==> src/hdl/adc_pkg.sv <==
`default_nettype none

package adc_pkg;

    typedef logic [3:0]  nibble_t;
    typedef logic [11:0] addr_t;
    typedef logic [11:0] instr_t;

    // Order follows the r/q operand code
    typedef enum logic [1:0] {
        OP_A,
        OP_B,
        OP_MX,
        OP_MY
    } operand_e;

    typedef enum logic [2:0] {
        CLS_IDX_IMM,
        CLS_RQ,
        CLS_RI,
        CLS_ACP,
        CLS_ILLEGAL
    } op_class_e;

    // XH/XL are bits 7:4 and 3:0 of X and YH/YL the same bits of Y
    typedef enum logic [1:0] {
        XH,
        XL,
        YH,
        YL
    } idx_field_e;

    typedef struct packed {
        op_class_e  cls;
        operand_e   dst;
        operand_e   src;
        idx_field_e idx_field;
        nibble_t    imm;
        logic       use_imm;
        logic       use_decimal;
        logic       inc_x;
        logic       inc_y;
    } op_desc_t;

    typedef struct packed {
        nibble_t a;
        nibble_t b;
        addr_t   x;
        addr_t   y;
        logic    carry;
        logic    zero;
        logic    decimal;
    } arch_state_t;

    typedef enum logic [2:0] {
        S_IDLE,
        S_DECODE,
        S_READ,
        S_ADD,
        S_WRITE,
        S_INC,
        S_DONE
    } seq_state_e;

endpackage

`default_nettype wire

==> src/hdl/opcode_decoder.sv <==
`timescale 1ns/10ps
`default_nettype none

module opcode_decoder (
    input  adc_pkg::instr_t   instr,
    output adc_pkg::op_desc_t desc
);
    import adc_pkg::*;

    always_comb begin
        desc     = '0;
        desc.cls = CLS_ILLEGAL;

        if (instr[11:6] == 6'b1010_00) begin
            // ADC XH/XL/YH/YL,i
            desc.cls       = CLS_IDX_IMM;
            desc.idx_field = idx_field_e'(instr[5:4]);
            desc.imm       = instr[3:0];
            desc.use_imm   = 1'b1;
        end else if (instr[11:4] == 8'hA9) begin
            // ADC r,q
            desc.cls         = CLS_RQ;
            desc.dst         = operand_e'(instr[3:2]);
            desc.src         = operand_e'(instr[1:0]);
            desc.use_decimal = 1'b1;
        end else if (instr[11:6] == 6'b1100_01) begin
            // ADC r,i
            desc.cls         = CLS_RI;
            desc.dst         = operand_e'(instr[5:4]);
            desc.imm         = instr[3:0];
            desc.use_imm     = 1'b1;
            desc.use_decimal = 1'b1;
        end else if (instr[11:3] == 9'b1111_0010_1) begin
            // ACPX MX,r and ACPY MY,r with bit 2 picking Y
            desc.cls         = CLS_ACP;
            desc.dst         = instr[2] ? OP_MY : OP_MX;
            desc.src         = operand_e'(instr[1:0]);
            desc.use_decimal = 1'b1;
            desc.inc_x       = !instr[2];
            desc.inc_y       = instr[2];
        end
    end

endmodule

`default_nettype wire

==> config.mk <==
export PLATFORM = sky130hd
export DESIGN_NAME = opcode_decoder
export DESIGN_NICKNAME = d
export VERILOG_FILES = /design/src/hdl/adc_pkg.sv /design/src/hdl/opcode_decoder.sv
export SDC_FILE = /design/constraint.sdc
export NUM_CORES = 1
export LEC_CHECK = 0
export BUFFER_PORTS_ARGS = -buffer_cell sky130_fd_sc_hd__buf_2
export CORE_AREA = 2 2 39 41
export DETAILED_ROUTE_END_ITERATION = 7
export DIE_AREA = 0 0 41 43
export GPL_TIMING_DRIVEN = 1
export PLACE_DENSITY = 0.45
export SETUP_SLACK_MARGIN = 0.1
export SYNTH_ARGS = -nofsm -noshare
export SYNTH_HDL_FRONTEND = slang
export SYNTH_SLANG_ARGS = --single-unit
==> constraint.sdc <==
create_clock -name vclk -period 4.2
set_input_delay 1.05 -clock vclk [all_inputs]
set_output_delay 1.05 -clock vclk [all_outputs]
set_load 0.005 [all_outputs]
== Yosys cells after proc, flatten, opt, wreduce, memory -nomap -nowiden ==
Index checks and enable logic that the tools add are counted.

* Bits in registers: 0
* Input port bits: 12

* Equal/unequal tests: 4
* Mux-type cells: 17
* Reduce and logical (&&, ||, !) cells: 1

{| class="wikitable"
|+ Operators with widths
! operator !! count
|-
| two-way mux 5 bit || 4
|-
| two-way mux 7 bit || 2
|-
| equality test 6 bit, second input constant || 2
|-
| equality test 9 bit, second input constant || 1
|-
| two-way mux 3 bit || 3
|-
| equality test 8 bit, second input constant || 1
|-
| two-way mux 2 bit || 4
|-
| two-way mux 4 bit || 1
|-
| two-way mux 1 bit || 3
|-
| logical NOT 1 bit || 1
|}

== Longest topological paths before layout ==
* Word-level depth: 5
* Depth in mapped cells: 4
* Gate-level depth less buffers: 4

== Worst setup path after synthesis ==
Ideal clock, no wire load.

* Kind: input to output
* Start point: input instr[8]
* End point: output desc[13] (netlist bit)
* Data arrival time: 1.975 ns
* Setup slack: 1.175 ns
* Cell stages on the path: 4
* Path buffers: 0
* Cell sequence: nand2b_4 -> or4_4 -> nand3_2 -> o221a_1

{| class="wikitable"
|+ RTL lines
! element !! line !! text
|-
| from (decl) || opcode_decoder.sv:5 || <nowiki>input adc_pkg::instr_t instr,</nowiki>
|-
| to (decl) || opcode_decoder.sv:6 || <nowiki>output adc_pkg::op_desc_t desc</nowiki>
|}

==> summary.md <==
After floorplanning, the core was sized to cover 0.001384 sq mm. Counting the clock-network buffers in the layout gives 0. Input and output buffers added on the ports amount to 29. The power per cell area was 45.02 mW/mm^2; the sequential cell count of the final layout was 0. The synthesized netlist cell count is 31.

The routed layout has 326 vias. The number of antenna repair diodes came out at 0. The largest total area in the synthesized netlist belongs to sky130_fd_sc_hd__and2_1. Startpoint of the worst setup timing path: instr[8]. For this design, the CTS-stage hold fixing added 0 buffers. The tools report the global-route track usage on met1 as 10.44%. For this run, design rule violations remaining after detail routing come to 0. In this run the static leakage power is 0.0002687 uW. Summing all flip-flop and latch instances after layout gives 0 sq um. The type of origin of the critical path was a primary input. The run gives 972 microns as the first-pass GRT wire length. After synthesis, the netlist uses 18 different library cells. The critical path goes through buf_2, nand2b_4, or4_4, nand3_2, o221a_1, buf_2. The net count of the finished layout is 74. In this run the most used layer during global routing was met2. From left edge to right edge, the die measures 41 microns. For this run, global-route usage on met2 was measured as 12.81%.

The standard-cell row count is 14. Once detailed placement completed, the half-perimeter wirelength came to 671.1 microns. 29 I/O pins were placed. The sequential element share of the synthesized area is 0%, and the hold-critical path depth is 3.

The tools report the overall die area as 0.001763 sq mm. Routability-driven placement finished with a final weighted congestion of 0.6192. The relative max-transition margin came out at 66.52%.

Ranked by total cell area, the synthesized netlist is headed by sky130_fd_sc_hd__and2_1, sky130_fd_sc_hd__nand2b_4, sky130_fd_sc_hd__nor2b_1. The vertical extent of the die came out at 43 microns. For the total length of routed wires, the log shows 732 microns. For the number of search-and-repair iterations in the first detailed-routing pass, the log shows 4. The type of the most critical hold path was in -> out. The run gives 0 as the number of pins with negative max-slew slack in the final report. The number of nets handed over by synthesis was 43.

The initial standard-cell utilization of the core is 16.27%, and the period utilization is 77.07%. Data arrives at the worst endpoint at 2.19 ns. The commonest cells after synthesis are sky130_fd_sc_hd__and2_1, sky130_fd_sc_hd__nor2_1, sky130_fd_sc_hd__nor2b_1. Of all nets on the critical path, the largest fanout is 3. The number of gates resized after CTS was 0. The cell area that synthesis handed to floorplanning was 225.2 sq um. The flow ran to the end, and the final reports show no timing, DRC or antenna violations. For this run the aggregate overflow at the end of global routing stands at 0.

The share of synthesized area in the top cell type comes to 13.89%. After detailed routing, the average wire length per cell comes to 9.632 microns. After detailed routing, the number of vias per cell comes to 4.289.

The cell type with the highest occurrence count on the critical path is sky130_fd_sc_hd__buf_2. The cell with the most instances after synthesis is sky130_fd_sc_hd__and2_1. Setup violations remaining at the end of the flow were counted as 0. During synthesis, Yosys emitted a total of 0 warnings. Global routing used 7.393% of the available tracks.

The count of nets left with antenna violations after detail routing is 0, and the relative area change from synthesis to final layout is 73.33%. The final number of hold-violating endpoints is 0, and the number of antenna violations at the first check in global routing is 0. For the finished layout, the period the worst path requires is 3.237 ns. The critical path ends at desc[13]. Cells with a size suffix above 1 make up 61.67% of the layout. The largest incremental delay on the critical path came out at 0.53 ns. The logs give 2 for the starting DRC count in detailed routing and 0% for the met3 usage.

Static timing analysis puts the maximum clock frequency at 308.9 MHz. The slew of the pin with the lowest slew margin came out at 0.4976 ns. Synthesized area per cell: 7.265 sq um. The critical path is of the in -> out type.

For this design, the slowest cell found on the critical path is sky130_fd_sc_hd__or4_4. The total negative setup slack was 0 ns. The worst-case IR drop observed on VDD is 17.45 uV.

The total setup buffers inserted after CTS is 0. At the worst endpoint, the required time is 3.15 ns. Setup repair after global routing left no endpoint under its margin. Hold timing on the final database bottoms out at a slack of 2.366 ns. STA classifies the critical path endpoint as an output port. The pin count of the biggest net entering global routing is 6.

The via count of the first global-routing pass was 233. The tool flagged a number of max-cap violations equal to 0.
-- worst max-delay path, delay by kind of cell --
kind	cells	cell delay (ns)
compound gates	1	0.16
buf+inv	2	0.21
simple gates	3	0.76
-- cells in the final DEF, fill, tap and decap left out, drive strengths merged --
cell	instances
buf	29
and2	5
nor3	1
and2b	2
and4b	1
nor4	1
nand4	1
nand2b	2
nor2b	3
nand3	1
nand3b	1
a22o	1
nor2	4
and4bb	1
inv	2
or4	1
nand2	3
o221a	1
-- kinds of logic (layout without fill, tap and decap cells) --
| family | after synthesis | after routing | synth area share (%) |
|---|---|---|---|
| compound gates | 2 | 2 | 8.889 |
| buf+inv | 2 | 31 | 3.335 |
| simple gates | 27 | 27 | 87.78 |
-- final cells by class --
class	count	area, sq um
Multi-Input combinational cell	29	217.7
Timing Repair Buffer	29	145.1
Tap cell	16	20.02
Fill cell	167	993.5
Inverter	2	7.507
-- how the worst min path moves through the flow --
stage	endpoint	startpoint	slack, ns
6_report	desc[1]	instr[2]	2.37
5_1_grt	desc[1]	instr[2]	2.39
4_1_cts	desc[1]	instr[2]	2.37
3_5_place_dp	desc[1]	instr[2]	2.37
3_3_place_gp	desc[1]	instr[2]	2.37
2_1_floorplan	desc[1]	instr[2]	2.13
-- metrics by stage --
stage          utilization, %  cell area (sq um)  power [uW]  setup WS [ns]  cells
4_1_cts                 28.21              390.4       17.88         0.9558     76
3_5_place_dp            28.21              390.4       17.76         0.9559     76
2_1_floorplan               -              225.2       7.018          1.175     31
6_report                28.21              390.4       17.58         0.9632     76
5_1_grt                 28.21              390.4       19.31         0.8031     76
3_3_place_gp            28.21              390.4       17.72         0.9628     76
-- routing by layer --
metal | up-vias | wire length, microns | share of wire [%]
li1 | 168 | - | -
met1 | 136 | 340 | 46
met2 | 22 | 293 | 40
met3 | 0 | 98 | 13
met4 | 0 | 0 | 0
met5 | - | 0 | 0
-- power by group --
group,switching (uW),leakage [uW],internal [uW],total (uW)
clock,0,0,0,0
sequential,0,0,0,0
combinational,8.14,0.000269,9.44,17.6
total,8.14,0.000269,9.44,17.6
Note: power is estimated with default switching activity, not from simulation.
