--- config.mk ---
export PLATFORM = sky130hd
export DESIGN_NAME = bcd_adder
export DESIGN_NICKNAME = d
export VERILOG_FILES = /design/src/hdl/adc_pkg.sv /design/src/hdl/bcd_adder.sv
export SDC_FILE = /design/constraint.sdc
export NUM_CORES = 1
export LEC_CHECK = 0
export BUFFER_PORTS_ARGS = -buffer_cell sky130_fd_sc_hd__buf_2
export CAP_MARGIN = 5
export CORE_AREA = 2 2 39 41
export DETAILED_ROUTE_END_ITERATION = 10
export DIE_AREA = 0 0 41 43
export GPL_TIMING_DRIVEN = 0
export PLACE_DENSITY = 0.49
export SETUP_SLACK_MARGIN = 0.5
export SYNTH_ARGS = -nofsm -noshare
export SYNTH_HDL_FRONTEND = slang
export SYNTH_SLANG_ARGS = --single-unit
export TNS_END_PERCENT = 10
--- constraint.sdc ---
create_clock -name vclk -period 3.3
set_input_delay 0.165 -clock vclk [all_inputs]
set_output_delay 0.165 -clock vclk [all_outputs]
set_load 0.03 [all_outputs]
--- src/hdl/adc_pkg.sv ---
`default_nettype none

package adc_pkg;

    typedef logic [3:0]  nibble_t;
    typedef logic [11:0] addr_t;
    typedef logic [11:0] instr_t;

    // Order follows the r/q operand code
    typedef enum logic [1:0] {
        OP_A,
        OP_B,
        OP_MX,
        OP_MY
    } operand_e;

    typedef enum logic [2:0] {
        CLS_IDX_IMM,
        CLS_RQ,
        CLS_RI,
        CLS_ACP,
        CLS_ILLEGAL
    } op_class_e;

    // XH/XL are bits 7:4 and 3:0 of X and YH/YL the same bits of Y
    typedef enum logic [1:0] {
        XH,
        XL,
        YH,
        YL
    } idx_field_e;

    typedef struct packed {
        op_class_e  cls;
        operand_e   dst;
        operand_e   src;
        idx_field_e idx_field;
        nibble_t    imm;
        logic       use_imm;
        logic       use_decimal;
        logic       inc_x;
        logic       inc_y;
    } op_desc_t;

    typedef struct packed {
        nibble_t a;
        nibble_t b;
        addr_t   x;
        addr_t   y;
        logic    carry;
        logic    zero;
        logic    decimal;
    } arch_state_t;

    typedef enum logic [2:0] {
        S_IDLE,
        S_DECODE,
        S_READ,
        S_ADD,
        S_WRITE,
        S_INC,
        S_DONE
    } seq_state_e;

endpackage

`default_nettype wire

--- src/hdl/bcd_adder.sv ---
`timescale 1ns/10ps
`default_nettype none

module bcd_adder (
    input  adc_pkg::nibble_t a,
    input  adc_pkg::nibble_t b,
    input  logic             carry_in,
    input  logic             decimal,
    output adc_pkg::nibble_t sum,
    output logic             carry_out,
    output logic             zero
);
    import adc_pkg::*;

    logic [4:0] raw;
    logic [4:0] wrapped;
    logic       dec_wrap;

    assign raw      = {1'b0, a} + {1'b0, b} + {4'b0, carry_in};
    assign wrapped  = raw - 5'd10;
    assign dec_wrap = decimal && (raw >= 5'd10);

    assign sum       = dec_wrap ? wrapped[3:0] : raw[3:0];
    assign carry_out = dec_wrap || raw[4];  // raw[4] implies wrap in decimal
    assign zero      = (sum == nibble_t'(0));

    // Non-BCD operands give an undefined decimal result
    always_comb begin
        if (decimal) begin
            assert (a <= 4'd9 && b <= 4'd9)
                else $error("non-BCD operand in decimal mode: a=%h b=%h", a, b);
        end
    end

endmodule

`default_nettype wire

# --- After elaboration in Yosys (flattened, before gate mapping) ---
# Cells that the tools add are included.
word_totals:
  reg_bits: 0
  inputBits: 10
  out_inout_bits: 6
  wordCells: 8
op_classes:
  n_addsub: 3
  order_cmp: 1
  muxes: 1
  reduce_logical: 3
ops:
  columns: ["op", "n"]
  rows:
  - ["$add 4x4->5", 1]
  - ["$add 5x1->5", 1]
  - ["$ge 5x4->1 const B", 1]
  - ["$logic_not 4->1", 1]
  - ["$mux 4", 1]
  - ["$sub 4x4->4 const B", 1]
  - ["$logic_and 1x1->1", 1]
  - ["$logic_or 1x1->1", 1]

# --- Logic depth before layout (Yosys ltp) ---
logic_depth:
  ltp_word: 6
  depth_mapped: 10
  depth_no_buf: 10

# --- Worst setup path before layout ---
# No wires, ideal clock.
synth_path:
  kind: "input port to output port"
  from: "in a[0]"
  to: "out sum[1]"
  t_arrival_ns: 2.488
  required_time_ns: 3.135
  path_slack_ns: 0.647
  path_stages: 10
  path_buffers: 0
  cell_sequence: "inv_1 -> fa_1 -> fa_1 -> xor2_2 -> ha_1 -> inv_1 -> a31oi_1 -> o311ai_2 -> nand2_1 -> xnor2_1"
synth_via:
  elab_chain_len: 5
  elab_cells_between_ends: 6
  classes_between: "add/sub (3); order compare (1); mux (1); reduce/logical (1)"
synth_rtl:
  columns: ["element", "line_no", "text"]
  rows:
  - ["start: declaration", "bcd_adder.sv:5", "input adc_pkg::nibble_t a,"]
  - ["$add 4x4->5 *", "bcd_adder.sv:19", "assign raw = {1'b0, a} + {1'b0, b} + {4'b0, carry_in};"]
  - ["$add 5x1->5 *", "bcd_adder.sv:19", null]
  - ["$ge 5x4->1", "bcd_adder.sv:21", "assign dec_wrap = decimal && (raw >= 5'd10);"]
  - ["$logic_and 1x1->1", "bcd_adder.sv:21", null]
  - ["$mux 4 *", "bcd_adder.sv:23", "assign sum = dec_wrap ? wrapped[3:0] : raw[3:0];"]
  - ["end: declaration", "bcd_adder.sv:9", "output adc_pkg::nibble_t sum,"]
# Every way passes the cells marked *; elsewhere a longest branch is shown, timed or not.

# --- Worst setup path after layout ---
layout_path:
  from: "in carry_in"
  to: "out zero"
layout_via:
  elab_chain_len: 5
  elab_cells_between_ends: 6
  classes_between: "add/sub (2); order compare (1); mux (1); reduce/logical (2)"
layout_rtl:
  columns: ["element", "line_no", "text"]
  rows:
  - ["start: declaration", "bcd_adder.sv:7", "input logic carry_in,"]
  - ["$add 5x1->5 *", "bcd_adder.sv:19", null]
  - ["$ge 5x4->1", "bcd_adder.sv:21", null]
  - ["$logic_and 1x1->1", "bcd_adder.sv:21", null]
  - ["$mux 4 *", "bcd_adder.sv:23", null]
  - ["$logic_not 4->1 *", "bcd_adder.sv:25", "assign zero = (sum == nibble_t'(0));"]
  - ["end: declaration", "bcd_adder.sv:11", "output logic zero"]
# Marked as above.

==> metrics.csv <==
stage,metric,value,unit
timing,grt_setup_unrepaired,true,
run,maxCapViolations,0,
critical_path,crit_arrival,2.46,ns
critical_path,cpPeakStageDelay,0.42,ns
timing,final.min_clock_period,2.629,ns
power_and_ir_drop,swShare,58.16,%
timing,hold_viol_final,0,
finish,synthToLayoutAreaGrowth,45.90,%
worst_hold_path,hold_class,input port to output port,
placed_design,place_ws,0.5320,ns
power_and_ir_drop,clock_power_share,0,%
global_routing,grt_max_degree,6,
route,via_per_inst,4.361,
timing,slew_violations,0,
floorplanning,io_pins,16,
finish,drive_gt1_share,48.21,%
critical_path,cp_cell_sequence,"buf_2, inv_1, fa_2, fa_2, xor2_4, ha_2, inv_1, a31oi_2, o311ai_2, and4_1, o21ba_2, buf_4",
power_and_ir_drop,p_sw,0.08287,mW
synthesis,ys_warn_count,0,
timing,finalSetupTns,0,ns
synthesis,netlist_top_cells_area,"ha_1, fa_1, inv_1, o311ai_2, xor2_2",
global_routing,grt_pass1_vias,291,
placed_design,hpwl,554.8,um
critical_path,critPathKind,input port to output port,
route,drc,0,
floorplanning,die-area,1763,um2
floorplanning,start_util,22.06,%
route,num_vias,314,
finish,final_core_util,32.19,%
power_and_ir_drop,p_int,0.05962,mW
global_routing,antenna_found_initial,0,
status,status,finished clean,
critical_path,cp.required,3.13,ns
power_and_ir_drop,p_leak,0.2219,nW
route,ant_nets,0,
critical_path,path_max_fanout,4,
critical_path,critPathLaunchType,input port,
synthesis,yosysSeqAreaShare,0,%
synthesis,syn_inst,39,
power_and_ir_drop,p_comb_share,100.0,%
synthesis,synth_nets,55,
power_and_ir_drop,p_per_area,319.9,nW/um2
critical_path,cp-end-kind,output port,
power_and_ir_drop,power_frac_seq,0,%
finish,fillers,161,
timing,holdWs,0.7516,ns
global_routing,grt_pass1_wl,1.124,mm
finish,diodes,0,
critical_path,crit_slowest_cell,fa_2,
floorplanning,coreArea,1384,um2
critical_path,crit_family,adder cells,
route,drt_iter0_drc,1,
power_and_ir_drop,peakVddDrop,0.00009676,V
timing,setup_viol,0,
placed_design,portBuffers,16,
finish,regArea,0,um2
floorplanning,rows,14,
finish,fin_nets,74,
global_routing,grt-ovfl-total,0,
synthesis,synth_top_area_share,16.39,%
floorplanning,die_w,41,um
global_routing,gr-usage-all-layers,8.333,%
power_and_ir_drop,total_power,0.1425,mW
critical_path,crit_buf_inv,4,
timing,period_share,79.66,%
clock_network,ctsHoldBuffers,0,
finish,seq_cell_count,0,
synthesis,synth_top_cell_by_area,ha_1,
synthesis,postSynthAreaPerCell,7.828,um2
route,dr.pass1.iters,2,
route,wl_per_cell,8.306,um
finish,n_clock_buffer,0,
timing,max_freq,380.4,MHz
synthesis,yosysUniqueCellTypes,23,
synthesis,syn_area,305.3,um2
route,routed_wl,598,um
timing,slew_headroom,79.15,%
placed_design,place_congestion,0.6286,
timing,max_slew.worst_pin.slew,0.3120,ns
floorplanning,die_h,43,um
timing,setup_ws,0.6711,ns
-- power groups by stage --
stage	Sequential, mW	Clock, mW	Combinational, mW
floorplan	0	0	0.0978
global placement	0	0	0.129
detailed placement	0	0	0.129
CTS	0	0	0.129
global route	0	0	0.160
finish	0	0	0.142
-- synth_stat cells, drive strengths merged (2+ instances only) --
master	instances
a21oi	2
fa	2
ha	4
inv	9
nand2	4
o21ai	2
-- routing by layer --
metal	vias to the layer above	share of wire (%)	GRT usage, %
met5	-	0	0
met4	0	0	0
met3	0	6.0	0
met2	8	50	14.69
met1	134	44	11.58
li1	172	-	-
-- logic make-up after synthesis --
| family | after synthesis | synth area share [%] |
|---|---|---|
| AND/OR/NAND/NOR | 11 | 22.54 |
| AO/OA/AOI/OAI | 10 | 25.41 |
| buffers and inverters | 9 | 11.06 |
| adder cells (fa/ha/maj) | 6 | 29.51 |
| XOR/XNOR | 2 | 8.199 |
| multiplexers | 1 | 3.279 |
-- stage by stage --
stage | cells | instance area [um2]
4_1_cts | 71 | 405.4
2_1_floorplan | 39 | 305.3
6_report | 72 | 445.4
3_5_place_dp | 71 | 405.4
3_3_place_gp | 71 | 405.4
5_1_grt | 72 | 445.4
-- layout by cell type (no fill, tap or decap) --
cell type and count:
a21boi_1 1, a21oi_1 2, a2bb2o_1 1, a31oi_2 1, and3b_4 1, and4_1 1
buf_2 15, buf_4 2, fa_2 2, ha_1 3, ha_2 1, inv_1 9
mux2i_1 1, nand2_1 3, nand2_2 1, nand3_1 1, nand3b_1 1, nor2b_1 1
nor3_1 1, o211ai_1 1, o21ai_0 1, o21ai_1 1, o21ba_2 1, o311ai_2 1
or3b_4 1, xnor2_1 1, xor2_4 1
-- what timing repair did --
item / in CTS / in global routing
setup endpoints to repair: 0 / 3
resized for setup: 0 / 9
buffers inserted: 0 / 1
-- path summary, 6_finish.rpt --
check	cells after the start	start	slack, ns	end
worst min-delay path	4	decimal	0.75	carry_out
worst max-delay path	12	carry_in	0.67	zero
-- tightest hold or removal path: stages --
cell     delay, ns
buf_2         0.13
nand2_1       0.06
nand3_1       0.06
buf_2         0.17
-- cell type report --
cell class | instances | area (um2) | area share, %
Inverter | 9 | 33.78 | 7.584
Multi-Input combinational cell | 30 | 301.5 | 67.70
Tap cell | 16 | 20.02 | 4.494
Timing Repair Buffer | 17 | 90.09 | 20.22
Note: power is estimated with default switching activity, not from simulation.
