[config.mk]
export PLATFORM = sky130hd
export DESIGN_NAME = register_file
export DESIGN_NICKNAME = d
export VERILOG_FILES = /design/src/hdl/adc_pkg.sv /design/src/hdl/register_file.sv
export SDC_FILE = /design/constraint.sdc
export NUM_CORES = 1
export LEC_CHECK = 0
export BUFFER_PORTS_ARGS = -buffer_cell sky130_fd_sc_hd__buf_4
export CORE_MARGIN = 5
export CORE_UTILIZATION = 50
export CTS_BUF_LIST = sky130_fd_sc_hd__clkbuf_2 sky130_fd_sc_hd__clkbuf_4 sky130_fd_sc_hd__clkbuf_8
export CTS_CLUSTER_SIZE = 8
export DETAILED_ROUTE_END_ITERATION = 6
export GPL_TIMING_DRIVEN = 0
export PLACE_DENSITY_LB_ADDON = 0.15
export SLEW_MARGIN = 20
export SYNTH_ARGS = -nofsm -noshare
export SYNTH_HDL_FRONTEND = slang
export SYNTH_SLANG_ARGS = --single-unit
[constraint.sdc]
create_clock -name clk -period 1.9 [get_ports clk]
set_input_delay 0.19 -clock clk [delete_from_list [all_inputs] [get_ports clk]]
set_output_delay 0.19 -clock clk [all_outputs]
set_load 0.005 [all_outputs]
[src/hdl/adc_pkg.sv]
`default_nettype none

package adc_pkg;

    typedef logic [3:0]  nibble_t;
    typedef logic [11:0] addr_t;
    typedef logic [11:0] instr_t;

    // Order follows the r/q operand code
    typedef enum logic [1:0] {
        OP_A,
        OP_B,
        OP_MX,
        OP_MY
    } operand_e;

    typedef enum logic [2:0] {
        CLS_IDX_IMM,
        CLS_RQ,
        CLS_RI,
        CLS_ACP,
        CLS_ILLEGAL
    } op_class_e;

    // XH/XL are bits 7:4 and 3:0 of X and YH/YL the same bits of Y
    typedef enum logic [1:0] {
        XH,
        XL,
        YH,
        YL
    } idx_field_e;

    typedef struct packed {
        op_class_e  cls;
        operand_e   dst;
        operand_e   src;
        idx_field_e idx_field;
        nibble_t    imm;
        logic       use_imm;
        logic       use_decimal;
        logic       inc_x;
        logic       inc_y;
    } op_desc_t;

    typedef struct packed {
        nibble_t a;
        nibble_t b;
        addr_t   x;
        addr_t   y;
        logic    carry;
        logic    zero;
        logic    decimal;
    } arch_state_t;

    typedef enum logic [2:0] {
        S_IDLE,
        S_DECODE,
        S_READ,
        S_ADD,
        S_WRITE,
        S_INC,
        S_DONE
    } seq_state_e;

endpackage

`default_nettype wire

[src/hdl/register_file.sv]
`timescale 1ns/10ps
`default_nettype none

module register_file (
    input  logic                 clk,
    input  logic                 reset,
    input  logic                 load_valid,
    input  adc_pkg::arch_state_t state_in,
    input  logic                 wb_en,
    input  adc_pkg::operand_e    wb_dst,
    input  logic                 wb_idx_en,
    input  adc_pkg::idx_field_e  wb_idx_field,
    input  adc_pkg::nibble_t     wb_data,
    input  logic                 flag_en,
    input  logic                 carry_in,
    input  logic                 zero_in,
    input  logic                 inc_x,
    input  logic                 inc_y,
    output adc_pkg::arch_state_t state
);
    import adc_pkg::*;

    always_ff @(posedge clk) begin
        if (reset) begin
            state <= '0;
        end else if (load_valid) begin  // Host load wins
            state <= state_in;
        end else begin
            if (wb_en) begin
                if (wb_dst == OP_A) begin
                    state.a <= wb_data;
                end else if (wb_dst == OP_B) begin
                    state.b <= wb_data;
                end
            end
            if (wb_idx_en) begin
                case (wb_idx_field)
                    XH:      state.x[7:4] <= wb_data;
                    XL:      state.x[3:0] <= wb_data;
                    YH:      state.y[7:4] <= wb_data;
                    default: state.y[3:0] <= wb_data;
                endcase
            end
            if (flag_en) begin
                state.carry <= carry_in;
                state.zero  <= zero_in;
            end
            if (inc_x)
                state.x <= state.x + addr_t'(1);  // FFF wraps to 000
            if (inc_y)
                state.y <= state.y + addr_t'(1);
        end
    end

    // Decoder marks only one index per ACP opcode
    assert property (@(posedge clk) disable iff (reset) !(inc_x && inc_y))
        else $error("inc_x and inc_y high together");

endmodule

`default_nettype wire

# Yosys cells after proc, flatten, opt, wreduce, memory -nomap -nowiden
# Cells that the tools add are included.
# Widths: inputs -> output; s select.
# totals
ff_bits	35
word_cells	52
input_bits	53
output_inout_bits	35
# op_classes
reduce_logical	20
eq_ne	5
add_sub_neg	2
n_mux	14
# ops
cell	n
$mux 34	1
$mux 4	7
$add 12x1->12 const B	2
$mux 12	2
$mux 8	3
$reduce_bool 3->1	5
$reduce_bool 2->1	6
$reduce_and 2->1	5
$eq 2x1->1 const B	2
$logic_not 2->1	2
$ne 3x1->1 const B	1
$reduce_and 3->1	1
$reduce_or 3->1	1
$eq 2x2->1 const B	1
$mux 2	1
$ne 2x2->1 const B	1

# Longest topological paths before layout
# logic_depth
word_depth	6
depth_mapped	7
mapped_depth_nobuf	5

# Worst setup path before layout
# OpenSTA, ideal clock, no wires.
# synth_path
path_kind	register to register
startpoint	reg state[15] in the netlist's numbering
endpoint	reg state[25] in the netlist's numbering
setup_ns	0.079
arrival_time_ns	1.345
stages_incl_launch_ff	6
setup_slack_ns	0.476
path_cell_list	dfxtp_1 -> ha_1 -> nand3_2 -> nor4_2 -> xnor2_1 -> a211oi_2
# synth_via
elab_chain_cells	3
# synth_lines
item	line_no	rtl
start: declaration	register_file.sv:19	output adc_pkg::arch_state_t state
start signal: assignment	register_file.sv:27	state <= state_in;
$add 12x1->12	register_file.sv:49	state.x <= state.x + addr_t'(1);
$mux 12	register_file.sv:48	if (inc_x)
$mux 34	register_file.sv:26	end else if (load_valid) begin
# Every way passes these cells. The select of a mux whose other input is x is not followed.
# A chain may end at the register's enable or synchronous reset.

# Worst setup path in the final report
# layout_path
startpoint	reg state[3] in the netlist's numbering
endpoint	reg state[13] in the netlist's numbering
# layout_via
elab_chain_cells	3
# layout_lines
item	line_no	rtl
$add 12x1->12	register_file.sv:51	state.y <= state.y + addr_t'(1);
$mux 12	register_file.sv:50	if (inc_y)
$mux 34	register_file.sv:26	
# Every way passes these cells. The select of a mux whose other input is x is not followed.

==> impl_metrics.ini <==
[placed_design]
portBuffers = 86
finalWeightedCongestion = 0.875
dp_hpwl_mm = 5.16

[critical_path]
reg2regPathDepth = 5
critPathBufInv = 0
timing.rr.start = state[3]$_SDFFE_PP0P_
worstPathArrival_ns = 1.83
path_class = reg2reg
reg2reg_to = state[13]$_SDFFE_PP0N_
worstPathCellList = ha_1 > nand3_2 > nor3_1 > xnor2_1 > a211oi_1
cp_max_fo = 7
rrSetupSlack_ns = 0.27
crit_family = flip-flops
worstPathRequired_ns = 2.11
cpMaxStageDelayCell = dfxtp_1
start_kind = flip-flop
crit_path_max_incr_delay_ns = 0.49
endpoint_kind = flip-flop

[timing]
setup_violations = 0
relSlewSlack = 0.562
finalClockSkew_ns = 0.00481
final.setup.tns_ns = 0
max_freq_mhz = 614
worst_pin_slew_ns = 0.658
layout_min_cycle_time_ns = 1.63
period_share = 0.857
slew_viol_final = 0
rsz0062_at_grt = false
hold_viol = 0

[global_routing]
grt_pass1_vias = 2274
antenna_found_initial = 0
grt_pass1_wl_mm = 10.6
overflow = 0
grt_max_degree = 11
grt_use_total = 0.242

[synthesis]
synth-async-reset-ratio = 0
synthCells = 260
seq_area_frac_synth = 0.326
synth-seq-cells = 35
synth-edff-count = 0
syn_area_um2 = 2150
syn_avg_cell_area_um2 = 8.28
synth_cell_type_count = 46
synth_ff_type = dfxtp_1
synthesis.nets = 315
synthesis.yosys.warnings = 0

[finish]
antennaDiodeCount = 0
regMostFlops = state
finalNetCount = 408
fill_cells = 342
drive_above_1_share = 0.348
largest_reg_flops = 35
area_growth_pct = 37.0
top_regs = state: 35 flops

[route]
num_vias = 2406
routed_wl_mm = 6.77
ant_nets = 0
wl_per_cell_um = 16.8
drc = 0
drt_iter0_markers = 235
first_pass_iters = 5
vias_per_cell = 5.97

[floorplan]
dieArea_um2 = 5720
start_util = 0.527
core_area_um2 = 4090
rows = 23
io_pins = 88
die_h_um = 75.6
chipWidth_um = 75.6

[clocking]
worstSkewPairLatency_ns = 0.29
cts_resized = 0
numCtsBuffers = 5
cts_sinks = 35
clk_pin_slew_worst_paths_ns = 0.07
ctsHoldBuffers = 0
root_buffer = clkbuf_8
cts_tree = built
cts_htree_levels = 2
post_cts_buffers = 0
clk_path_buf_depth = 2

[power_and_ir_drop]
ir_drop_mv = 0.417
power_w = 0.00185
power.leakage_nw = 1.25
powerDensity_nw_per_um2 = 626

[hold_path]
hold_start = state_in[34]
min_delay_path_depth = 2
hold_class = in2reg
min_to = state[34]$_SDFFE_PP0P_

[flow_run]
maxCapViolCount = 0

[outcome]
status = finished clean
-- cell families after synthesis --
family / synth area share
xor+xnor: 0.0326
mux: 0.0605
flops: 0.326
fa+ha+maj: 0.0116
simple gates: 0.253
compound gates: 0.270
buf+inv: 0.0471
-- worst max path at each step --
stage | to | slack [ns] | cells after the start | startpoint
after floorplan | state[25]$_SDFFE_PP0N_ | 0.48 | 5 | state[15]$_SDFFE_PP0P_
after global placement | state[25]$_SDFFE_PP0N_ | 0.33 | 5 | state[15]$_SDFFE_PP0P_
after detailed placement | state[13]$_SDFFE_PP0N_ | 0.28 | 5 | state[3]$_SDFFE_PP0P_
after CTS | state[13]$_SDFFE_PP0N_ | 0.25 | 5 | state[3]$_SDFFE_PP0P_
after global routing | state[13]$_SDFFE_PP0N_ | 0.15 | 5 | state[3]$_SDFFE_PP0P_
final | state[13]$_SDFFE_PP0N_ | 0.27 | 5 | state[3]$_SDFFE_PP0P_
-- cell usage after synthesis (3+ instances only) --
master,n,share of area
buf_4,3,0.010
nor2_1,31,0.054
a21oi_1,15,0.035
a22o_1,3,0.012
dfxtp_1,35,0.33
o211ai_1,3,0.010
nor2b_1,4,0.012
o21a_1,3,0.010
nand3_1,5,0.012
nor4_2,3,0.017
nor3_1,9,0.021
nand3_2,3,0.014
nand2_1,21,0.037
buf_2,6,0.014
o221ai_1,3,0.012
mux2i_1,13,0.060
a211oi_2,6,0.035
nand2b_1,7,0.020
a211oi_1,11,0.038
xnor2_1,8,0.033
clkbuf_1,4,0.0070
inv_1,9,0.016
o21ai_0,23,0.053
-- layer usage --
metal,track usage,part of all wire
met1,0.302,0.40
met4,0.120,0.028
met5,0,0
met3,0.0449,0.076
met2,0.401,0.50
-- power breakdown --
group          internal, W  leakage (nW)  switching (W)
clock network     0.000284        0.0470       0.000270
logic             0.000237         0.917       0.000202
registers         0.000789         0.290      0.0000644
-- cell type report --
type,instances,area [um2],area share
Tap cell,50,62.6,0.0212
Multi-Input combinational cell,203,1350,0.458
Clock buffer,6,82.6,0.0280
Clock inverter,1,5.00,0.00170
Sequential cell,35,701,0.238
Inverter,9,33.8,0.0115
Timing Repair Buffer,86,646,0.219
Buffer,13,67.6,0.0229
-- layout by cell type (no fill, tap or decap), types with 2 or more instances in the layout --
cell and instances:
a22o_1 3, and2_1 2, a211oi_2 6, a31o_2 2, nor4_1 2, nor3_1 9, xnor2_1 8, nand4_2 2
nand3_2 3, ha_1 2, o21a_1 3, a31oi_1 2, inv_1 9, o21ai_1 2, a211oi_1 11, nand2b_1 7
nand2_1 21, nor3b_1 2, nor2b_1 4, nor4_2 3, clkbuf_1 4, a311oi_1 2, clkbuf_8 6, nor2_1 31
mux2i_1 13, buf_2 6, o211ai_1 3, o221ai_1 3, a21oi_1 15, nand3_1 5, o21ai_0 23, dfxtp_1 35
buf_4 89
-- through the flow --
step | utilization | cell area, um2 | setup WS (ns) | cells | hold slack [ns]
2_1_floorplan | - | 2150 | 0.476 | 260 | 0.328
3_3_place_gp | 0.700 | 2860 | 0.330 | 396 | 0.414
3_5_place_dp | 0.700 | 2860 | 0.284 | 396 | 0.423
4_1_cts | 0.721 | 2950 | 0.251 | 403 | 0.118
5_1_grt | 0.721 | 2950 | 0.155 | 403 | 0.121
6_report | 0.721 | 2950 | 0.272 | 403 | 0.123
No activity file was read; power rests on OpenSTA's default activity.
