<file path="config.mk">
export PLATFORM = sky130hd
export DESIGN_NAME = exec_sequencer
export DESIGN_NICKNAME = d
export VERILOG_FILES = /design/src/hdl/adc_pkg.sv /design/src/hdl/exec_sequencer.sv
export SDC_FILE = /design/constraint.sdc
export NUM_CORES = 1
export LEC_CHECK = 0
export BUFFER_PORTS_ARGS = -buffer_cell sky130_fd_sc_hd__buf_2
export CAP_MARGIN = 25
export CORE_UTILIZATION = 44
export CTS_CLUSTER_DIAMETER = 40
export CTS_CLUSTER_SIZE = 16
export DETAILED_ROUTE_END_ITERATION = 8
export GPL_TIMING_DRIVEN = 1
export PLACE_DENSITY_LB_ADDON = 0.15
export SYNTH_ARGS = -nofsm -noshare
export SYNTH_HDL_FRONTEND = slang
export SYNTH_SLANG_ARGS = --single-unit
</file>
<file path="constraint.sdc">
create_clock -name clk -period 2.38 [get_ports clk]
set_clock_uncertainty 0.1 [all_clocks]
set_input_delay 0.714 -clock clk [delete_from_list [all_inputs] [get_ports clk]]
set_output_delay 0.714 -clock clk [all_outputs]
set_load 0.01 [all_outputs]
</file>
<file path="src/hdl/adc_pkg.sv">
`default_nettype none

package adc_pkg;

    typedef logic [3:0]  nibble_t;
    typedef logic [11:0] addr_t;
    typedef logic [11:0] instr_t;

    // Order follows the r/q operand code
    typedef enum logic [1:0] {
        OP_A,
        OP_B,
        OP_MX,
        OP_MY
    } operand_e;

    typedef enum logic [2:0] {
        CLS_IDX_IMM,
        CLS_RQ,
        CLS_RI,
        CLS_ACP,
        CLS_ILLEGAL
    } op_class_e;

    // XH/XL are bits 7:4 and 3:0 of X and YH/YL the same bits of Y
    typedef enum logic [1:0] {
        XH,
        XL,
        YH,
        YL
    } idx_field_e;

    typedef struct packed {
        op_class_e  cls;
        operand_e   dst;
        operand_e   src;
        idx_field_e idx_field;
        nibble_t    imm;
        logic       use_imm;
        logic       use_decimal;
        logic       inc_x;
        logic       inc_y;
    } op_desc_t;

    typedef struct packed {
        nibble_t a;
        nibble_t b;
        addr_t   x;
        addr_t   y;
        logic    carry;
        logic    zero;
        logic    decimal;
    } arch_state_t;

    typedef enum logic [2:0] {
        S_IDLE,
        S_DECODE,
        S_READ,
        S_ADD,
        S_WRITE,
        S_INC,
        S_DONE
    } seq_state_e;

endpackage

`default_nettype wire

</file>
<file path="src/hdl/exec_sequencer.sv">
`timescale 1ns/10ps
`default_nettype none

module exec_sequencer (
    input  logic                 clk,
    input  logic                 reset,
    input  logic                 instr_valid,
    output logic                 instr_ready,
    output logic                 done,
    input  adc_pkg::op_desc_t    desc,
    input  adc_pkg::arch_state_t state,
    output adc_pkg::addr_t       mem_raddr,
    input  adc_pkg::nibble_t     mem_rdata,
    output logic                 mem_we,
    output adc_pkg::addr_t       mem_waddr,
    output adc_pkg::nibble_t     mem_wdata,
    output adc_pkg::nibble_t     add_a,
    output adc_pkg::nibble_t     add_b,
    output logic                 add_decimal,
    input  adc_pkg::nibble_t     add_sum,
    input  logic                 add_carry,
    input  logic                 add_zero,
    output logic                 wb_en,
    output adc_pkg::operand_e    wb_dst,
    output logic                 wb_idx_en,
    output adc_pkg::idx_field_e  wb_idx_field,
    output adc_pkg::nibble_t     wb_data,
    output logic                 flag_en,
    output logic                 wb_carry,
    output logic                 wb_zero,
    output logic                 inc_x,
    output logic                 inc_y,
    output logic                 busy
);
    import adc_pkg::*;

    seq_state_e cur_state;
    op_desc_t   op_q;
    nibble_t    a_q;
    nibble_t    b_q;
    logic       b_mem_q;
    logic       dec_q;
    nibble_t    sum_q;
    logic       carry_q;
    logic       zero_q;
    logic       done_q;
    logic       accept;
    logic       in_write;
    logic       dst_mem;

    function automatic logic is_mem(operand_e op);
        return (op == OP_MX) || (op == OP_MY);
    endfunction

    function automatic addr_t mem_addr_of(operand_e op, arch_state_t st);
        return (op == OP_MY) ? st.y : st.x;
    endfunction

    assign accept      = instr_valid && instr_ready;
    assign instr_ready = (cur_state == S_IDLE);
    assign busy        = (cur_state != S_IDLE);
    assign done        = done_q;

    always_ff @(posedge clk) begin
        if (reset) begin
            cur_state <= S_IDLE;
            done_q    <= 1'b0;
            b_mem_q   <= 1'b0;
        end else begin
            done_q <= 1'b0;
            case (cur_state)
                S_IDLE:   if (accept) cur_state <= S_DECODE;
                S_DECODE: cur_state <= S_READ;
                S_READ: begin
                    cur_state <= S_ADD;
                    b_mem_q   <= !op_q.use_imm && is_mem(op_q.src);
                end
                S_ADD: begin
                    cur_state <= S_WRITE;
                    b_mem_q   <= 1'b0;
                end
                S_WRITE:  cur_state <= S_INC;
                S_INC:    cur_state <= S_DONE;
                S_DONE: begin
                    cur_state <= S_IDLE;
                    done_q    <= 1'b1;
                end
                default:  cur_state <= S_IDLE;
            endcase
        end
    end

    always_ff @(posedge clk) begin
        if (accept)
            op_q <= desc;
        if (cur_state == S_READ) begin
            // mem_rdata holds the dst word fetched in S_DECODE
            if (op_q.cls == CLS_IDX_IMM) begin
                case (op_q.idx_field)
                    XH:      a_q <= state.x[7:4];
                    XL:      a_q <= state.x[3:0];
                    YH:      a_q <= state.y[7:4];
                    default: a_q <= state.y[3:0];
                endcase
            end else if (is_mem(op_q.dst)) begin
                a_q <= mem_rdata;
            end else begin
                a_q <= (op_q.dst == OP_B) ? state.b : state.a;
            end
            b_q   <= op_q.use_imm ? op_q.imm : ((op_q.src == OP_B) ? state.b : state.a);
            dec_q <= op_q.use_decimal && state.decimal;
        end
        if (cur_state == S_ADD) begin
            if (b_mem_q)
                b_q <= mem_rdata;
            sum_q   <= add_sum;
            carry_q <= add_carry;
            zero_q  <= add_zero;
        end
    end

    // dst word read in S_DECODE, src word in S_READ
    assign mem_raddr   = mem_addr_of((cur_state == S_READ) ? op_q.src : op_q.dst, state);
    assign add_a       = a_q;
    assign add_b       = b_mem_q ? mem_rdata : b_q;  // src word lands during S_ADD
    assign add_decimal = dec_q;

    assign in_write  = (cur_state == S_WRITE);
    assign dst_mem   = is_mem(op_q.dst);
    assign mem_we    = in_write && dst_mem;
    assign mem_waddr = mem_addr_of(op_q.dst, state);  // Index not yet bumped
    assign mem_wdata = sum_q;

    assign wb_en        = in_write && (op_q.cls != CLS_IDX_IMM) && !dst_mem;
    assign wb_dst       = op_q.dst;
    assign wb_idx_en    = in_write && (op_q.cls == CLS_IDX_IMM);
    assign wb_idx_field = op_q.idx_field;
    assign wb_data      = sum_q;
    assign flag_en      = in_write;
    assign wb_carry     = carry_q;
    assign wb_zero      = zero_q;

    assign inc_x = (cur_state == S_INC) && op_q.inc_x;
    assign inc_y = (cur_state == S_INC) && op_q.inc_y;

    assert property (@(posedge clk) disable iff (reset) done |=> !done)
        else $error("done held longer than one cycle");

    assert property (@(posedge clk) disable iff (reset) accept |-> desc.cls != CLS_ILLEGAL)
        else $error("illegal instruction word accepted");

endmodule

`default_nettype wire

</file>
---- Yosys cells after proc, flatten, opt, wreduce, memory -nomap -nowiden ----
Index checks and enable logic that the tools add are counted.
word-level totals
  flip-flop bits (word level) ............. 37
  output and inout port bits .............. 56
  logic and storage cells ................. 70
operators by class
  equality and inequality tests ........... 16
  multiplexer cells ....................... 17
  reductions and logical operators ........ 19
operators with widths
  kind                                                                     count
  4-bit two-way mux                                                        9
  12-bit two-way mux                                                       2
  3-bit case mux with 6 select lines                                       1
  2-bit == test, second input constant                                     6
  4-bit case mux with 3 select lines                                       1
  3-bit == test, second input constant                                     3
  1-bit logical AND                                                        9
  2-bit by 1-bit == test with 1-bit output, second input constant          3
  3-bit by 2-bit == test with 1-bit output, second input constant          2
  3-bit zero test                                                          2
  3-bit nonzero test                                                       2
  3-bit by 1-bit == test with 1-bit output, second input constant          1
  3-bit two-way mux                                                        1
  1-bit zero test                                                          2
  2-bit zero test                                                          1
  1-bit logical OR                                                         2
  2-bit two-way mux                                                        1
  2-bit by 1-bit inequality test with 1-bit output, second input constant  1
  1-bit case mux with 2 select lines                                       1
  2-bit nonzero test                                                       1
  1-bit two-way mux                                                        1

---- Longest topological paths before layout ----
Gate-level depths: netlist of run 1.
  depth in word-level cells ............... 6
  depth in mapped cells ................... 7

---- Worst setup path before layout of run 1 ----
Ideal clock, no wire load.
  path type ............................... flip-flop to output port
  start point ............................. register cur_state[1]
  end point ............................... output port mem_raddr[10]
  arrival time ............................ 1.473 ns
  required time ........................... 1.566 ns
  slack ................................... 0.093 ns
  cell stages (with the launch flop) ...... 8
  path buffers ............................ 1
  cell sequence ........................... dfxtp_1 -> nand2b_4 -> nand2b_4 -> inv_4 -> nand3_2 -> o21ai_2 -> buf_6 -> mux2_4
between the ends
  longest elaborated chain between the ends .. 4
ends and longest elaborated chain
  element                                   line                   source
  start: declaration                        exec_sequencer.sv:37   seq_state_e cur_state;
  start signal: assignment                  exec_sequencer.sv:66   cur_state <= S_IDLE;
  start signal: assignment                  exec_sequencer.sv:72   S_IDLE: if (accept) cur_state <= S_DECODE;
  start signal: assignment                  exec_sequencer.sv:73   S_DECODE: cur_state <= S_READ;
  3-bit by 2-bit == test with 1-bit output  exec_sequencer.sv:123  assign mem_raddr = mem_addr_of((cur_state == S_READ) ? op_q.src : op_q.dst, state);
  2-bit two-way mux                         exec_sequencer.sv:123
  2-bit == test                             exec_sequencer.sv:56   return (op == OP_MY) ? st.y : st.x;
  12-bit two-way mux                        exec_sequencer.sv:56
  end: declaration                          exec_sequencer.sv:12   output adc_pkg::addr_t mem_raddr,
Every way passes these cells.

---- Worst setup path in the final report of run 1 ----
  start point ............................. register cur_state[2]
  end point ............................... output port mem_raddr[11]
Same word-level chain as after synthesis.

==> impl_metrics.prom, run 1 <==
# TYPE chip_impl_metric gauge
chip_impl_metric{name="synthesis.area",unit="mm²"} 0.00205
chip_impl_metric{name="final_critical_path_setup_slack",unit="ns"} -0.194
chip_impl_metric{name="dp_hpwl",unit="µm"} 3680
chip_impl_metric{name="dp_slack",unit="ns"} 0.0674
chip_impl_metric{name="hold_slack",unit="ns"} 0.444
chip_impl_metric{name="area_share_of_and_or_nand_nor_cells_after_synthesis",unit=""} 0.124
chip_impl_metric{name="placement.io_buffers",unit=""} 118
chip_impl_metric{name="placed_cells",unit=""} 328
chip_impl_metric{name="grt_antenna_before_repair",unit=""} 0
chip_impl_metric{name="worstRegToRegCells",unit=""} 4
chip_impl_metric{name="post-synth-top-area-fraction",unit=""} 0.410
chip_impl_metric{name="placement.cell_area",unit="mm²"} 0.00270
chip_impl_metric{name="clk_latency",unit="ns"} 0.29
chip_impl_info{name="synth_top_family_by_area",value="multiplexers"} 1
chip_impl_metric{name="vdd.ir_drop.worst",unit="mV"} 0.263
chip_impl_metric{name="crit_path_max_fanout",unit=""} 6
chip_impl_info{name="worstReg2RegStart",value="op_q[11]"} 1
chip_impl_metric{name="worst_pin_slew",unit="ns"} 0.593
chip_impl_info{name="timing.critical_path.slowest_stage_cell",value="dfxtp_2"} 1
chip_impl_info{name="crit_chain",value="nand2b_4, nand2b_4, inv_4, nand3_4, o21ai_4, buf_12, mux2_4, buf_6"} 1
chip_impl_metric{name="synthMuxAreaShare",unit=""} 0.257
chip_impl_metric{name="ys_async_sr_fraction",unit=""} 0
chip_impl_metric{name="number_of_different_library_cells_in_the_post_synthesis_netlist",unit=""} 30
chip_impl_metric{name="report.final.hold_viol_count",unit=""} 0
chip_impl_metric{name="number_of_global_route_vias_before_repair",unit=""} 1630
chip_impl_metric{name="report.final.slew_viol_count",unit=""} 0
chip_impl_metric{name="worst-path-buf-inv",unit=""} 3
chip_impl_metric{name="layout.filler_cells",unit=""} 360
chip_impl_info{name="crit_top_cell",value="nand2b_4"} 1
chip_impl_metric{name="grt_pass1_wl",unit="µm"} 7530
chip_impl_metric{name="final-setup-viol-count",unit=""} 12
chip_impl_info{name="crit-reg2reg-capture",value="b_q[0]"} 1
chip_impl_metric{name="design.core.area",unit="mm²"} 0.00441
chip_impl_info{name="most-common-layout-cells",value="buf_2 (106), edfxtp_1 (28), mux2_2 (20)"} 1
chip_impl_metric{name="floorplan.initialDensity",unit=""} 0.465
chip_impl_metric{name="synth.ff_latch_count",unit=""} 37
chip_impl_metric{name="synth_sequential_area_ratio",unit=""} 0.497
chip_impl_metric{name="p_leak",unit="nW"} 1.33
chip_impl_metric{name="synth.avg_cell_area",unit="µm²"} 12.7
chip_impl_metric{name="clock_sinks",unit=""} 37
chip_impl_info{name="cts_root_buf",value="clkbuf_8"} 1
chip_impl_info{name="final_common_cell",value="buf_2"} 1
chip_impl_metric{name="synth-edff-count",unit=""} 28
chip_impl_metric{name="fp.dieW",unit="µm"} 70.3
chip_impl_metric{name="floorplan.die_area",unit="mm²"} 0.00494
chip_impl_metric{name="route.final.wire_length",unit="µm"} 4920
chip_impl_metric{name="stdcell_count",unit=""} 339
chip_impl_metric{name="drcViolationCount",unit=""} 0
chip_impl_metric{name="placementRows",unit=""} 24
chip_impl_metric{name="route.vias.total",unit=""} 1719
chip_impl_metric{name="grt_usage",unit=""} 0.202
chip_impl_info{name="tritoncts",value="done"} 1
chip_impl_metric{name="avgViaCountPerCell",unit=""} 5.07
chip_impl_metric{name="detailedRoute.firstPassIterationCount",unit=""} 5
chip_impl_metric{name="post-route-min-period",unit="ns"} 2.57
chip_impl_info{name="worstHoldEndpoint",value="add_decimal"} 1
chip_impl_info{name="family_of_cells_with_the_greatest_summed_delay_on_the_critical_path",value="buffers and inverters"} 1
chip_impl_info{name="run_status",value="finished, violations left"} 1
chip_impl_metric{name="slew_headroom",unit=""} 0.603
chip_impl_metric{name="globalRouteOverflowTotal",unit=""} 0
chip_impl_metric{name="post_route_cells_drive_above_1_share",unit=""} 0.645
chip_impl_info{name="failing_checks",value="negative setup slack"} 1
chip_impl_info{name="yosys_most_used_dff",value="edfxtp_1"} 1
chip_impl_metric{name="clock_path_buffers",unit=""} 2
chip_impl_metric{name="cts.hold.buffers_added",unit=""} 0
chip_impl_metric{name="post-route-cell-area",unit="mm²"} 0.00294
chip_impl_info{name="min_path_type",value="flop to flop"} 1
chip_impl_info{name="hold_start",value="op_q[2]"} 1
chip_impl_metric{name="area_growth",unit="%"} 43.1
chip_impl_metric{name="syn_nets",unit=""} 227
chip_impl_info{name="timing.critical_path.from_type",value="flop"} 1
chip_impl_metric{name="num_io_pins",unit=""} 121
chip_impl_metric{name="max_cap_viol_count",unit=""} 0
chip_impl_metric{name="largest_net_degree_at_the_start_of_global_routing",unit=""} 18
chip_impl_metric{name="power_per_cell_area",unit="mW/mm²"} 605
chip_impl_info{name="type_of_destination_of_the_critical_path",value="output pin"} 1
chip_impl_metric{name="cpPeakStageDelay",unit="ns"} 0.32
chip_impl_metric{name="drt_iter0_markers",unit=""} 95
chip_impl_metric{name="detail-route-antenna-nets",unit=""} 0
chip_impl_metric{name="cts-buffers-inserted",unit=""} 5
chip_impl_metric{name="num-nets-final",unit=""} 351
chip_impl_metric{name="syn_inst",unit=""} 162
chip_impl_metric{name="maximum_achievable_frequency",unit="MHz"} 389
chip_impl_metric{name="route.detailed.wl_per_inst",unit="µm"} 14.5
chip_impl_metric{name="timing.final.crit_share",unit=""} 1.08
chip_impl_metric{name="cp.depth",unit=""} 8
chip_impl_metric{name="reg2reg_slack",unit="ns"} 0.70
chip_impl_metric{name="synth_area_in_compound_gates",unit=""} 0.0652
chip_impl_metric{name="globalplace.congestion",unit=""} 0.806
chip_impl_metric{name="dieHeight",unit="µm"} 70.3
chip_impl_metric{name="min_delay_path_depth",unit=""} 1
chip_impl_metric{name="worst_ep_required_time",unit="ns"} 1.57
chip_impl_metric{name="yosys_warning_total",unit=""} 0
chip_impl_metric{name="synth_fa_ha_area_frac",unit=""} 0
chip_impl_metric{name="arrival_time_at_the_worst_endpoint",unit="ns"} 1.76
chip_impl_metric{name="path_clk_slew",unit="ns"} 0.07
chip_impl_metric{name="cts-htree-levels",unit=""} 2
chip_impl_metric{name="synthXorXnorAreaFrac",unit=""} 0
chip_impl_info{name="ys_top_cells_by_area",value="edfxtp_1 (41%), mux2_2 (12%), dfxtp_1 (8.8%)"} 1
chip_impl_metric{name="timing.setup.tns",unit="ns"} -2.24
chip_impl_info{name="rsz_0062_raised_after_global_routing",value="yes"} 1
chip_impl_info{name="leading_area_contributor_after_synthesis",value="edfxtp_1"} 1
chip_impl_metric{name="diodes",unit=""} 0
chip_impl_info{name="setup.worst_path.class",value="flop to output pin"} 1
## worst max-delay path by stage
stage / startpoint / to / slack, ns
finish: cur_state[2] / mem_raddr[11] / -0.19
global route: cur_state[2] / mem_raddr[11] / -0.25
CTS: cur_state[2] / mem_raddr[11] / -0.20
detailed placement: cur_state[1] / mem_raddr[11] / 0.07
global placement: cur_state[2] / mem_raddr[11] / 0.07
floorplan: cur_state[1] / mem_raddr[10] / 0.09
## layout make-up
type                    instances  area, µm²  area share
repair buffers                131        800       0.272
well taps                      52       65.1      0.0221
multi-input cells             107        943       0.321
flip-flops and latches         37       1020       0.348
clock buffers                   8       90.1      0.0307
inverters                       4       17.5     0.00596
## what timing repair did
| action | CTS | global route |
|---|---|---|
| resized for setup | 19 | 2 |
| gates cloned | 1 | 0 |
| setup endpoints to repair | 13 | 24 |
| setup buffers | 2 | 0 |
| endpoints found under the hold margin | 0 | 0 |
| pin swaps | 2 | 0 |
## registers in the layout, summed over array words and instances, names as in the netlist
register      flops
wb_dst            2
op_q             13
b_mem_q           1
done              1
add_a             4
add_decimal       1
b_q               4
mem_wdata         4
cur_state         3
wb_idx_field      2
wb_zero           1
wb_carry          1
## cells in the mapped netlist, types with 2 or more instances
cell type / n
edfxtp_1: 28
mux2_2: 22
nor2_1: 14
mux2_4: 10
a21oi_1: 9
dfxtp_1: 9
buf_4: 8
o21ai_0: 8
nand2_1: 6
and2_1: 4
mux2i_1: 4
mux4_2: 4
nand2b_1: 4
nor3_1: 4
o211ai_1: 4
clkbuf_1: 3
inv_1: 3
and3_2: 2
buf_6: 2
nand2b_4: 2
nor3b_1: 2
nor4b_1: 2
## power breakdown
part	leakage (nW)	switching [W]	internal, W
Sequential	0.337	0.0000364	0.000771
Clock	0.0455	0.000207	0.000236
Combinational	0.949	0.000233	0.000294
Total	1.33	0.000477	0.00130
## metrics by stage
| step | utilization | total power, W |
|---|---|---|
| 2_1_floorplan | - | 0.00110 |
| 3_3_place_gp | 0.611 | 0.00128 |
| 3_5_place_dp | 0.611 | 0.00129 |
| 4_1_cts | 0.663 | 0.00179 |
| 5_1_grt | 0.666 | 0.00187 |
| 6_report | 0.666 | 0.00178 |
## layer usage
metal	vias up	track usage	share of wire
met2	88	0.360	0.51
met4	0	0.0733	0.013
met3	6	0.0563	0.069
li1	838	-	-
met1	787	0.229	0.41
met5	-	0	0
## kinds of logic (layout without fill, tap and decap cells)
group                  Yosys count  in the layout
multiplexers                    40             40
AO/OA/AOI/OAI                   23             23
AND/OR/NAND/NOR                 44             44
flip-flops                      37             37
buffers and inverters           18            143
Note: power is estimated with default switching activity, not from simulation.
==> inputs of run 2 (changes only) <==
REMOVE_ABC_BUFFERS = 1   (was not set)
==> impl_metrics.prom, run 2 (synthesized netlist as in run 1, its figures left out) <==
# TYPE chip_impl_metric gauge
chip_impl_metric{name="grt_use_met1",unit=""} 0.248
chip_impl_metric{name="route.vias.total",unit=""} 1722
chip_impl_metric{name="arrival_time_at_the_worst_endpoint",unit="ns"} 1.79
chip_impl_metric{name="clock_path_buffers",unit=""} 2
chip_impl_metric{name="detailedRoute.firstPassIterationCount",unit=""} 4
chip_impl_info{name="run_status",value="finished, violations left"} 1
chip_impl_info{name="failing_checks",value="negative setup slack"} 1
chip_impl_metric{name="post-route-min-period",unit="ns"} 2.60
chip_impl_metric{name="p_leak",unit="nW"} 1.34
chip_impl_metric{name="power_per_cell_area",unit="mW/mm²"} 596
chip_impl_metric{name="route.final.wire_length",unit="µm"} 4780
chip_impl_metric{name="grt_usage",unit=""} 0.201
chip_impl_metric{name="dp_hpwl",unit="µm"} 3530
chip_impl_metric{name="cpPeakStageDelay",unit="ns"} 0.32
chip_impl_info{name="family_of_cells_with_the_greatest_summed_delay_on_the_critical_path",value="buffers and inverters"} 1
chip_impl_metric{name="globalRouteOverflowTotal",unit=""} 0
chip_impl_metric{name="path_clk_slew",unit="ns"} 0.07
chip_impl_metric{name="area_growth",unit="%"} 43.7
chip_impl_info{name="crit_top_cell",value="nand2b_4"} 1
chip_impl_metric{name="post-route-util",unit=""} 0.668
chip_impl_metric{name="max_reg_flops",unit=""} 13
chip_impl_metric{name="dieHeight",unit="µm"} 70.3
chip_impl_metric{name="placementRows",unit=""} 24
chip_impl_metric{name="timing.final.crit_share",unit=""} 1.09
chip_impl_metric{name="grt_use_met3",unit=""} 0.0620
chip_impl_metric{name="cts-htree-levels",unit=""} 2
chip_impl_metric{name="max_cap_viol_count",unit=""} 0
chip_impl_metric{name="num_io_pins",unit=""} 121
chip_impl_metric{name="post-route-cell-area",unit="mm²"} 0.00295
chip_impl_metric{name="globalplace.congestion",unit=""} 0.816
chip_impl_info{name="cts_root_buf",value="clkbuf_8"} 1
chip_impl_info{name="most-common-layout-cells",value="buf_2 (107), edfxtp_1 (28), mux2_2 (21)"} 1
chip_impl_metric{name="final-setup-viol-count",unit=""} 12
chip_impl_metric{name="floorplan.die_area",unit="mm²"} 0.00494
chip_impl_info{name="gr-max-usage-layer",value="met2"} 1
chip_impl_metric{name="post_route_cells_drive_above_1_share",unit=""} 0.643
chip_impl_metric{name="maximum_achievable_frequency",unit="MHz"} 384
chip_impl_metric{name="report.final.slew_viol_count",unit=""} 0
chip_impl_metric{name="worst_pin_slew",unit="ns"} 0.561
chip_impl_metric{name="floorplan.initialDensity",unit=""} 0.465
chip_impl_metric{name="crit_path_max_fanout",unit=""} 5
chip_impl_metric{name="placement.cell_area",unit="mm²"} 0.00271
chip_impl_info{name="min_path_type",value="flop to flop"} 1
chip_impl_metric{name="detail-route-antenna-nets",unit=""} 0
chip_impl_metric{name="cts-buffers-inserted",unit=""} 5
chip_impl_metric{name="drt_iter0_markers",unit=""} 45
chip_impl_info{name="top_register",value="op_q"} 1
chip_impl_info{name="tritoncts",value="done"} 1
chip_impl_metric{name="fp.dieW",unit="µm"} 70.3
chip_impl_metric{name="timing.setup.tns",unit="ns"} -2.44
chip_impl_metric{name="worst-path-buf-inv",unit=""} 3
chip_impl_info{name="rsz_0062_raised_after_global_routing",value="yes"} 1
chip_impl_metric{name="number_of_global_route_vias_before_repair",unit=""} 1664
chip_impl_metric{name="worst_ep_required_time",unit="ns"} 1.57
chip_impl_metric{name="placement.io_buffers",unit=""} 118
chip_impl_info{name="timing.critical_path.from_type",value="flop"} 1
chip_impl_metric{name="p_total",unit="W"} 0.00176
chip_impl_info{name="final_common_cell",value="buf_2"} 1
chip_impl_info{name="type_of_destination_of_the_critical_path",value="output pin"} 1
chip_impl_metric{name="report.final.hold_viol_count",unit=""} 0
chip_impl_metric{name="diodes",unit=""} 0
chip_impl_metric{name="grt_use_met2",unit=""} 0.335
chip_impl_metric{name="num-nets-final",unit=""} 355
chip_impl_metric{name="largest_net_degree_at_the_start_of_global_routing",unit=""} 18
chip_impl_metric{name="grt_antenna_before_repair",unit=""} 0
chip_impl_metric{name="clock_sinks",unit=""} 37
chip_impl_info{name="timing.critical_path.slowest_stage_cell",value="dfxtp_2"} 1
chip_impl_metric{name="drcViolationCount",unit=""} 0
chip_impl_metric{name="clk_latency",unit="ns"} 0.28
chip_impl_metric{name="cts.hold.buffers_added",unit=""} 0
chip_impl_metric{name="design.core.area",unit="mm²"} 0.00441
chip_impl_metric{name="avgViaCountPerCell",unit=""} 5.02
chip_impl_info{name="crit_chain",value="nand2b_4, nand2b_4, inv_4, nand3_4, o21ai_4, buf_12, mux2_4, buf_6"} 1
chip_impl_metric{name="vdd.ir_drop.worst",unit="mV"} 0.344
chip_impl_metric{name="slew_headroom",unit=""} 0.624
chip_impl_metric{name="route.detailed.wl_per_inst",unit="µm"} 13.9
chip_impl_metric{name="final_critical_path_setup_slack",unit="ns"} -0.225
chip_impl_info{name="setup.worst_path.class",value="flop to output pin"} 1
chip_impl_metric{name="grt_pass1_wl",unit="µm"} 7650
-- run 2: layout make-up --
class                   instances  area [µm²]
well taps                      52        65.1
flip-flops and latches         37        1020
clock buffers                   7        76.3
multi-input cells             107         935
fillers                       349        1460
repair buffers                135         827
inverters                       4        17.5
clock inverters                 1        7.51
-- run 2: stage by stage --
| stage | worst slack (ns) | hold WS (ns) | cells |
|---|---|---|---|
| 2_1_floorplan | -0.352 | 0.395 | 148 |
| 3_3_place_gp | 0.0749 | 0.409 | 330 |
| 3_5_place_dp | 0.0591 | 0.423 | 330 |
| 4_1_cts | -0.212 | 0.441 | 342 |
| 5_1_grt | -0.299 | 0.478 | 343 |
| 6_report | -0.225 | 0.442 | 343 |
-- run 2: final timing paths --
kind	from	to	slack, ns	depth (start not counted)
min	op_q[2]	add_decimal	0.44	1
min reg2reg	op_q[2]	add_decimal	0.44	1
max reg2reg	op_q[11]	b_q[2]	0.68	4
max	cur_state[2]	mem_raddr[1]	-0.22	8
-- run 2: layer usage --
metal	vias to the layer above	part of all wire
met3	8	0.082
met5	-	0
li1	848	-
met4	0	0.012
met2	85	0.47
met1	781	0.43
-- run 2: power by group --
| group | internal, W | switching (W) |
|---|---|---|
| Sequential | 0.000770 | 0.0000347 |
| Clock | 0.000207 | 0.000213 |
| Combinational | 0.000298 | 0.000236 |
-- run 2: timing repair --
item                                    in CTS  in global routing
gates resized for setup                     15                  3
cloned                                       1                  0
pin swaps                                    1                  0
endpoints found under the setup margin      12                 24
setup buffers                                3                  1
